<file path="config.mk">
export PLATFORM = sky130hd
export DESIGN_NAME = smc_lite
export DESIGN_NICKNAME = d
export VERILOG_FILES = /design/src/hw/smc_ahb_pkg.sv /design/src/hw/smc_mem_pkg.sv /design/src/hw/smc_ahb_lite_if.sv /design/src/hw/smc_mac.sv /design/src/hw/smc_state.sv /design/src/hw/smc_lite.sv
export SDC_FILE = /design/constraint.sdc
export NUM_CORES = 1
export LEC_CHECK = 0
export BUFFER_PORTS_ARGS = -buffer_cell sky130_fd_sc_hd__buf_2
export CORE_MARGIN = 2
export CORE_UTILIZATION = 56
export DETAILED_ROUTE_END_ITERATION = 10
export GPL_TIMING_DRIVEN = 1
export PLACE_DENSITY = 0.94
export SLEW_MARGIN = 10
export SYNTH_ARGS = -nofsm -noshare
export SYNTH_HDL_FRONTEND = slang
export SYNTH_SLANG_ARGS = --single-unit
</file>
<file path="constraint.sdc">
create_clock -name hclk5 -period 7 [get_ports hclk5]
set_clock_uncertainty 0.15 [all_clocks]
set_input_delay 1.05 -clock hclk5 [delete_from_list [all_inputs] [get_ports hclk5]]
set_output_delay 1.05 -clock hclk5 [all_outputs]
set_load 0.03 [all_outputs]
</file>
<file path="src/hw/smc_ahb_pkg.sv">
package smc_ahb_pkg;

  //--------------------------------------------------------------------
  // AHB-Lite bus types seen by the memory controller
  //--------------------------------------------------------------------

  localparam int AHB_DATA_W = 32;        // Read and write data width

  // Transfer type
  typedef enum logic [1:0] {
    TRN_IDLE   = 2'b00,                  // No transfer
    TRN_BUSY   = 2'b01,                  // Master inserted idle beat
    TRN_NONSEQ = 2'b10,                  // First beat
    TRN_SEQ    = 2'b11                   // Following beats
  } htrans_e;

  // Transfer size, only the three SRAM-relevant codes
  typedef enum logic [2:0] {
    SZ_BYTE = 3'b000,                    // 8 bit
    SZ_HALF = 3'b001,                    // 16 bit
    SZ_WORD = 3'b010                     // 32 bit
  } hsize_e;

  // Slave response, two bits wide as on the bus
  typedef enum logic [1:0] {
    RSP_OKAY  = 2'b00,
    RSP_ERROR = 2'b01
  } hresp_e;

endpackage

</file>
<file path="src/hw/smc_mem_pkg.sv">
package smc_mem_pkg;

  //--------------------------------------------------------------------
  // External memory side definitions
  //--------------------------------------------------------------------

  localparam int EXT_ADDR_W  = 12;       // 4 KB byte-wide SRAM
  localparam int WAIT_STATES = 2;        // Strobe cycles per byte
  localparam int WAIT_CNT_W  = $clog2(WAIT_STATES + 1);  // Wait counter width

  // Access descriptor from AHB interface to MAC
  typedef struct packed {
    logic [31:0] addr;                   // Full AHB address
    logic [1:0]  size;                   // hsize[1:0]
    logic        write;                  // 1 = write
  } smc_req_t;

  // Single byte access handed to the state machine
  typedef struct packed {
    logic [EXT_ADDR_W-1:0] addr;         // Byte address in SRAM
    logic [7:0]            wdata;        // Byte taken from its lane
    logic                  write;
  } byte_acc_t;

  // External SRAM bus, all strobes active low
  typedef struct packed {
    logic [EXT_ADDR_W-1:0] addr;
    logic [7:0]            wdata;
    logic                  n_cs;         // Chip select
    logic                  n_oe;         // Output enable
    logic                  n_we;         // Write enable
  } ext_bus_t;

endpackage

</file>
<file path="src/hw/smc_ahb_lite_if.sv">
module smc_ahb_lite_if
  import smc_ahb_pkg::*;
  import smc_mem_pkg::*;
(
  input  logic                  hclk5,
  input  logic                  n_sys_reset5,
  input  logic                  hsel,         // Slave select
  input  logic [31:0]           haddr,
  input  htrans_e               htrans,
  input  logic                  hwrite,
  input  hsize_e                hsize,
  input  logic [AHB_DATA_W-1:0] hwdata,
  input  logic                  hready,       // Muxed ready from the bus
  input  logic                  smc_done,     // Byte access in hold
  input  logic                  mac_done,     // Last byte of transfer
  input  logic [AHB_DATA_W-1:0] read_data,    // Lane-packed data from MAC
  output logic [AHB_DATA_W-1:0] smc_hrdata,
  output logic                  smc_hready,
  output hresp_e                smc_hresp,
  output logic                  new_access,   // Start strobe to MAC
  output smc_req_t              req,
  output logic [AHB_DATA_W-1:0] write_data
);

  logic active_trn;                           // NONSEQ or SEQ
  logic mis_err;                              // Misaligned address phase
  logic err_start;                            // Misalignment accepted on the bus
  logic r_ready;                              // Registered ready
  logic r_hresp;                              // Second error cycle pending

  //--------------------------------------------------------------------
  // Address phase decode
  //--------------------------------------------------------------------

  assign active_trn = (htrans == TRN_NONSEQ) || (htrans == TRN_SEQ);

  // Half on odd byte or word off a word boundary
  always_comb
  begin
    mis_err = 1'b0;
    if (active_trn && hsel)
    begin
      if ((hsize == SZ_HALF) && haddr[0])
        mis_err = 1'b1;
      if ((hsize == SZ_WORD) && (haddr[1:0] != 2'b00))
        mis_err = 1'b1;
    end
  end

  assign new_access = active_trn && hsel && hready && !mis_err;
  assign err_start  = mis_err && hready;    // Only a sampled phase counts

  // Descriptor straight from the address phase
  always_comb
  begin
    req.addr  = haddr;
    req.size  = hsize[1:0];
    req.write = hwrite;
  end

  //--------------------------------------------------------------------
  // Response, two cycle ERROR
  //--------------------------------------------------------------------

  always_ff @(posedge hclk5 or negedge n_sys_reset5)
  begin
    if (!n_sys_reset5)
    begin
      smc_hresp <= RSP_OKAY;
      r_hresp   <= 1'b0;
    end
    else if (err_start)
    begin
      smc_hresp <= RSP_ERROR;                 // First cycle, ready low
      r_hresp   <= 1'b1;
    end
    else if (r_hresp)
    begin
      smc_hresp <= RSP_ERROR;                 // Second cycle, ready high
      r_hresp   <= 1'b0;
    end
    else
    begin
      smc_hresp <= RSP_OKAY;
    end
  end

  //--------------------------------------------------------------------
  // Ready generation
  //--------------------------------------------------------------------

  // Low through a data phase, zero wait for idle or unselected
  always_ff @(posedge hclk5 or negedge n_sys_reset5)
  begin
    if (!n_sys_reset5)
      r_ready <= 1'b1;
    else if (r_hresp)
      r_ready <= 1'b1;                        // Closes the error response
    else if (hready)
      r_ready <= !(new_access || err_start);
  end

  assign smc_hready = r_ready || (smc_done && mac_done);

  // Data paths pass straight through
  assign smc_hrdata = read_data;
  assign write_data = hwdata;

endmodule

</file>
<file path="src/hw/smc_mac.sv">
module smc_mac
  import smc_mem_pkg::*;
(
  input  logic        hclk5,
  input  logic        n_sys_reset5,
  input  logic        new_access,    // Valid AHB access this cycle
  input  smc_req_t    req,
  input  logic [31:0] write_data,    // hwdata, stable in data phase
  input  logic        smc_done,      // Byte in hold
  input  logic [7:0]  rd_byte,       // Byte read by the state machine
  output logic        byte_start,    // One cycle start per byte
  output byte_acc_t   byte_acc,
  output logic        mac_done,      // Final byte in progress
  output logic [31:0] read_data
);

  smc_req_t    req_q;                // Latched request
  logic        busy;
  logic [1:0]  byte_cnt;             // Byte number within transfer
  logic [1:0]  last_cnt;             // Index of final byte
  logic [1:0]  lane;                 // AHB byte lane of current byte
  logic        take_req;
  logic [31:0] rd_q;                 // Bytes read so far

  // Number of bytes from size
  always_comb
  begin
    case (req_q.size)
      2'd0:    last_cnt = 2'd0;      // Byte
      2'd1:    last_cnt = 2'd1;      // Half
      default: last_cnt = 2'd3;      // Word
    endcase
  end

  assign lane     = req_q.addr[1:0] + byte_cnt;     // Wraps within the word
  assign mac_done = busy && (byte_cnt == last_cnt);

  // New request when idle or as the previous one completes
  assign take_req = new_access && (!busy || (smc_done && mac_done));

  //--------------------------------------------------------------------
  // Byte sequencer
  //--------------------------------------------------------------------

  always_ff @(posedge hclk5 or negedge n_sys_reset5)
  begin
    if (!n_sys_reset5)
    begin
      busy       <= 1'b0;
      byte_cnt   <= 2'd0;
      byte_start <= 1'b0;
    end
    else
    begin
      byte_start <= 1'b0;                    // Strobe by default
      if (take_req)
      begin
        busy       <= 1'b1;
        byte_cnt   <= 2'd0;
        byte_start <= 1'b1;                  // First byte next cycle
      end
      else if (busy && smc_done)
      begin
        if (mac_done)
          busy <= 1'b0;                      // Transfer complete
        else
        begin
          byte_cnt   <= byte_cnt + 2'd1;
          byte_start <= 1'b1;
        end
      end
    end
  end

  always_ff @(posedge hclk5)
  begin
    if (take_req)
      req_q <= req;
  end

  // Byte access, write byte picked from its lane
  always_comb
  begin
    byte_acc.addr  = req_q.addr[EXT_ADDR_W-1:0] + EXT_ADDR_W'(byte_cnt);
    byte_acc.wdata = write_data[{lane, 3'b000} +: 8];
    byte_acc.write = req_q.write;
  end

  //--------------------------------------------------------------------
  // Read assembly
  //--------------------------------------------------------------------

  always_ff @(posedge hclk5)
  begin
    if (busy && smc_done && !req_q.write)
      rd_q[{lane, 3'b000} +: 8] <= rd_byte;
  end

  // Final byte merged in during its hold cycle
  always_comb
  begin
    read_data = rd_q;
    if (smc_done && !req_q.write)
      read_data[{lane, 3'b000} +: 8] = rd_byte;
  end

endmodule

</file>
<file path="src/hw/smc_state.sv">
module smc_state
  import smc_mem_pkg::*;
(
  input  logic       hclk5,
  input  logic       n_sys_reset5,
  input  logic       byte_start,     // Start of one byte access
  input  byte_acc_t  byte_acc,
  input  logic [7:0] ext_rdata,      // SRAM read data
  output logic       smc_done,       // High in hold
  output logic [7:0] rd_byte,
  output ext_bus_t   ext
);

  typedef enum logic [1:0] {
    ST_IDLE,
    ST_SETUP,                        // Address and select out
    ST_STROBE,                       // OE or WE low
    ST_HOLD                          // Strobe released, bus held
  } state_e;

  state_e                state;
  state_e                state_nxt;
  logic [WAIT_CNT_W-1:0] wait_cnt;   // Strobe cycles elapsed
  logic                  last_strobe;
  byte_acc_t             acc_q;      // Access held for the whole cycle
  logic                  n_cs_q;
  logic                  n_oe_q;
  logic                  n_we_q;

  assign last_strobe = (state == ST_STROBE) &&
                       (wait_cnt == WAIT_CNT_W'(WAIT_STATES - 1));

  //--------------------------------------------------------------------
  // External cycle FSM
  //--------------------------------------------------------------------

  always_comb
  begin
    state_nxt = state;
    case (state)
      ST_IDLE:   if (byte_start) state_nxt = ST_SETUP;
      ST_SETUP:  state_nxt = ST_STROBE;
      ST_STROBE: if (last_strobe) state_nxt = ST_HOLD;
      default:   state_nxt = ST_IDLE;       // Hold lasts one cycle
    endcase
  end

  always_ff @(posedge hclk5 or negedge n_sys_reset5)
  begin
    if (!n_sys_reset5)
    begin
      state    <= ST_IDLE;
      wait_cnt <= '0;
      n_cs_q   <= 1'b1;
      n_oe_q   <= 1'b1;
      n_we_q   <= 1'b1;
    end
    else
    begin
      state <= state_nxt;
      if (state == ST_STROBE)
        wait_cnt <= wait_cnt + 1'b1;
      else
        wait_cnt <= '0;
      // Strobes registered from next state, glitch free
      n_cs_q <= (state_nxt == ST_IDLE);
      n_oe_q <= !((state_nxt == ST_STROBE) && !acc_q.write);
      n_we_q <= !((state_nxt == ST_STROBE) && acc_q.write);
    end
  end

  // Access latch and read capture
  always_ff @(posedge hclk5)
  begin
    if (byte_start && (state == ST_IDLE))
      acc_q <= byte_acc;
    if (last_strobe && !acc_q.write)
      rd_byte <= ext_rdata;              // End of strobe phase
  end

  assign smc_done = (state == ST_HOLD);

  always_comb
  begin
    ext.addr  = acc_q.addr;
    ext.wdata = acc_q.wdata;
    ext.n_cs  = n_cs_q;
    ext.n_oe  = n_oe_q;
    ext.n_we  = n_we_q;
  end

endmodule

</file>
<file path="src/hw/smc_lite.sv">
module smc_lite
  import smc_ahb_pkg::*;
  import smc_mem_pkg::*;
(
  input  logic                  hclk5,
  input  logic                  n_sys_reset5,
  input  logic                  hsel,
  input  logic [31:0]           haddr,
  input  htrans_e               htrans,
  input  logic                  hwrite,
  input  hsize_e                hsize,
  input  logic [AHB_DATA_W-1:0] hwdata,
  input  logic                  hready,
  input  logic [7:0]            ext_rdata,
  output logic [AHB_DATA_W-1:0] smc_hrdata,
  output logic                  smc_hready,
  output hresp_e                smc_hresp,
  output ext_bus_t              ext
);

  logic                  new_access;
  smc_req_t              req;
  logic [AHB_DATA_W-1:0] write_data;
  logic [AHB_DATA_W-1:0] read_data;
  logic                  mac_done;
  logic                  smc_done;
  logic                  byte_start;
  byte_acc_t             byte_acc;
  logic [7:0]            rd_byte;

  // AHB slave side
  smc_ahb_lite_if u_ahb_if (.hclk5, .n_sys_reset5, .hsel, .haddr, .htrans, .hwrite,
                            .hsize, .hwdata, .hready, .smc_done, .mac_done, .read_data,
                            .smc_hrdata, .smc_hready, .smc_hresp, .new_access, .req,
                            .write_data);

  // Transfer to byte splitter
  smc_mac u_mac (.hclk5, .n_sys_reset5, .new_access, .req, .write_data, .smc_done,
                 .rd_byte, .byte_start, .byte_acc, .mac_done, .read_data);

  // External bus timing
  smc_state u_state (.hclk5, .n_sys_reset5, .byte_start, .byte_acc, .ext_rdata,
                     .smc_done, .rd_byte, .ext);

endmodule

</file>
==> summary.md <==
| Metric | Value |
|---|---|
| Outcome | completed |
| Total Power | 0.001704 W |
| CTS tree | done |
| Ys flop type | edfxtp_1 |
| Rows | 33 |
| Post-synthesis adder-cell area fraction | 3.425% |
| Clk_lat worst skew | 0.35 ns |
| Syn nets | 465 |
| DP HPWL | 7044 um |
| Commonest non-fill, non-tap cells in the layout | buf_2 (117), edfxtp_1 (76), nand2_1 (44), inv_1 (40), o21ai_0 (34) |
| Worst-margin pin slew | 1.071 ns |
| Die height | 94.67 um |
| Antenna Violating Nets Remaining | 0 |
| Critical setup path kind | flop to primary output |
| Comb power frac | 36.3% |
| Fin crit period | 4.863 ns |
| Initial Util | 56.88% |
| Root Driver | clkbuf_8 |
| Total track usage | 21.91% |
| Xor-xnor portion of the synthesized cell area | 2.093% |
| Post-synth EDFFs | 76 |
| Area growth syn-to-layout | 12.72% |
| CP endpoint kind | primary output |
| Most common cell after layout, fill and taps aside | buf_2 |
| Switching Fraction | 37.07% |
| I/O Pins | 140 |
| Reg clk slew, reported paths | 0.09 ns |
| Vias in the first global route | 3083 |
| Synthesized area per cell | 12.41 um2 |
| First-pass GRT wire length | 14970 um |
| Htree depth | 3 |
| Vias per inst | 5.463 |
| Avg WL per Cell | 16.80 um |
| Via count | 3092 |
| Largest net degree at the start of global routing | 33 |
| Cts bufs inserted | 9 |
| Flop pwr share | 44.5% |
| Final setup violation count | 0 |
| Yosys warns | 0 |
| Post-synthesis compound-gate area fraction | 11.74% |
| Fin crit share | 69.47% |
| Util after Layout | 64.12% |
| Startpoint Class | flop |
| Die X | 94.67 um |
| CTS Sinks | 90 |
| F_max | 0.2056 GHz |
| Clk buf depth | 2 |
| Final Hold Fails | 0 |
| DRC | 0 |
| HP Class | flop to flop |
| Final wirelength | 9510 um |
| Hold Slack | 0.2904 ns |
| Simple-gate area share of the yosys netlist | 9.840% |
| Maximum vdd drop | 151.2 uV |
| Clock power share | 19.2% |
| Layout cells sized above 1 | 32.97% |
| Critical Path RT | 5.80 ns |
| # hold bufs at CTS | 0 |
| Syn Std Cell Area | 4603 um2 |
| Max-Cap Viols | 0 |
| Leakage | 2.242 nW |
| Slew margin rel. | 28.22% |
| Register area share after synthesis | 57.30% |
| Remaining global-route overflow | 0 |
| Multiplexer share of the synthesized area | 5.029% |
| Nets | 550 |
| ANT cells | 0 |
| Pint | 0.001072 W |
| CTS resizes | 0 |
| TNS Setup | 0 ns |
| Synthesized instance count | 371 |
| Seq cells post-synth | 90 |
| Die area | 8961 um2 |
| Ys async rst share | 15.56% |
| Unrepaired setup endpoints after global routing | false |
| Core Region | 8093 um2 |
| PwrDens | 328.4 nW/um2 |
| Final Max Slew Viols | 0 |
| Drt pass-1 iters | 4 |
| NetSw | 0.0006315 W |
| RD Place Congestion | 0.8262 |
| Number of port buffers | 117 |
| CP max FO | 13 |
| Critical Path AT | 3.66 ns |
| Initial antenna violation count | 0 |
| Largest family of logic cells by synthesized area | compound AO/OA/AOI/OAI gates |
| Post-synth cell types | 49 |
| Post-CTS setup buffers | 0 |
| Drt initial violations | 94 |
==> power groups by stage <==
stage,clock network (W),registers [W],logic [W]
4_1_cts,0.000329,0.000758,0.000622
3_5_place_dp,0,0.000770,0.000620
6_report,0.000327,0.000759,0.000618
2_1_floorplan,0,0.000748,0.000518
3_3_place_gp,0,0.000763,0.000591
5_1_grt,0.000350,0.000768,0.000676
==> state kept, by name, summed over array words and instances (netlist names) <==
signal and cells:
u_mac.busy 1, u_ahb_if.r_hresp 1, u_state.n_we_q 1, u_mac.byte_start 1, u_state.ext 20, u_ahb_if.r_ready 1, u_mac.byte_cnt 2, u_mac.byte_acc 1
u_state.rd_byte 8, u_state.state 2, u_state.n_oe_q 1, u_state.acc_q 1, u_ahb_if.smc_hresp 1, u_state.n_cs_q 1, u_state.wait_cnt 2, u_mac.req_q 14
u_mac.rd_q 32
==> worst max-delay path, stage by stage, from the launching register on <==
cell and delay, ns:
dfrtp_1 0.46, ha_1 0.20, inv_1 0.05, fa_1 0.68
ha_1 0.47, nand2b_1 0.25, nor4_4 0.38, and2_0 0.42
a22o_1 0.21, buf_2 0.19
==> layout make-up <==
type | count | area [um2]
inverters | 41 | 161.4
fillers | 616 | 2904
flip-flops and latches | 90 | 2638
repair buffers | 118 | 593.1
multi-input cells | 196 | 1488
clock buffers | 10 | 127.6
clock inverters | 6 | 50.05
well taps | 105 | 131.4
==> final timing paths <==
check | startpoint | endpoint | slack (ns) | cells after the start
max | u_mac.byte_cnt[0]$_DFFE_PN0P_ | smc_hrdata[20] | 2.14 | 9
min | u_state.wait_cnt[0]$_DFF_PN0_ | u_state.wait_cnt[0]$_DFF_PN0_ | 0.29 | 1
max reg2reg | u_mac.byte_cnt[0]$_DFFE_PN0P_ | u_mac.rd_q[16]$_DFFE_PP_ | 3.98 | 8
min reg2reg | u_state.wait_cnt[0]$_DFF_PN0_ | u_state.wait_cnt[0]$_DFF_PN0_ | 0.29 | 1
max in group asynchronous | n_sys_reset5 | u_ahb_if.r_ready$_DFFE_PN1P_ | 5.98 | 1
min in group asynchronous | n_sys_reset5 | u_ahb_if.smc_hresp[0]$_DFF_PN0_ | 0.43 | 1
==> routing by layer <==
metal | GRT usage (%) | part of all wire [%] | vias up
li1 | - | - | 1464
met1 | 26.34 | 40 | 1498
met2 | 39.24 | 53 | 110
met3 | 4.150 | 5.3 | 20
met4 | 7.850 | 1.9 | 0
met5 | 0 | 0 | -
==> cells in the mapped netlist, types with 2 or more instances <==
cell       n  area share [%]
a21oi_1    2            0.22
a22o_1    28             5.3
a22o_2     5             1.1
and2_1     6            0.82
and3_1     3            0.41
buf_2      9            0.98
buf_4     25             4.1
buf_6      2            0.49
buf_8      3            0.98
clkbuf_1   3            0.24
clkbuf_2   2            0.22
dfrtp_1   10             5.4
dfstp_2    4             2.3
edfxtp_1  76              50
ha_1      11             3.0
inv_1     40             3.3
mux4_1     8             4.6
nand2_1   44             3.6
nand2b_1   5            0.68
nand3_1    5            0.54
nor2_1     4            0.33
nor2b_1    4            0.54
nor3b_1    2            0.33
o21ai_0   34             3.7
o21bai_1   2            0.33
or2_2      2            0.27
xnor2_1    7             1.3
xor2_1     4            0.76
==> kinds of logic (layout without fill, tap and decap cells) <==
kind of cell / after synthesis / count (layout)
flops: 90 / 90
compound gates: 77 / 77
other cells: 1 / 1
buf+inv: 85 / 175
xor+xnor: 11 / 11
simple gates: 85 / 85
mux: 10 / 10
fa+ha+maj: 12 / 12
==> per-stage QoR <==
stage	std cells	worst slack (ns)	instance area, um2
after floorplan	371	3.016	4603
after global placement	550	2.640	5011
after detailed placement	550	2.508	5011
after CTS	566	2.130	5189
after global routing	566	1.914	5189
final	566	2.137	5189
Power figures use the tool's default switching activity.
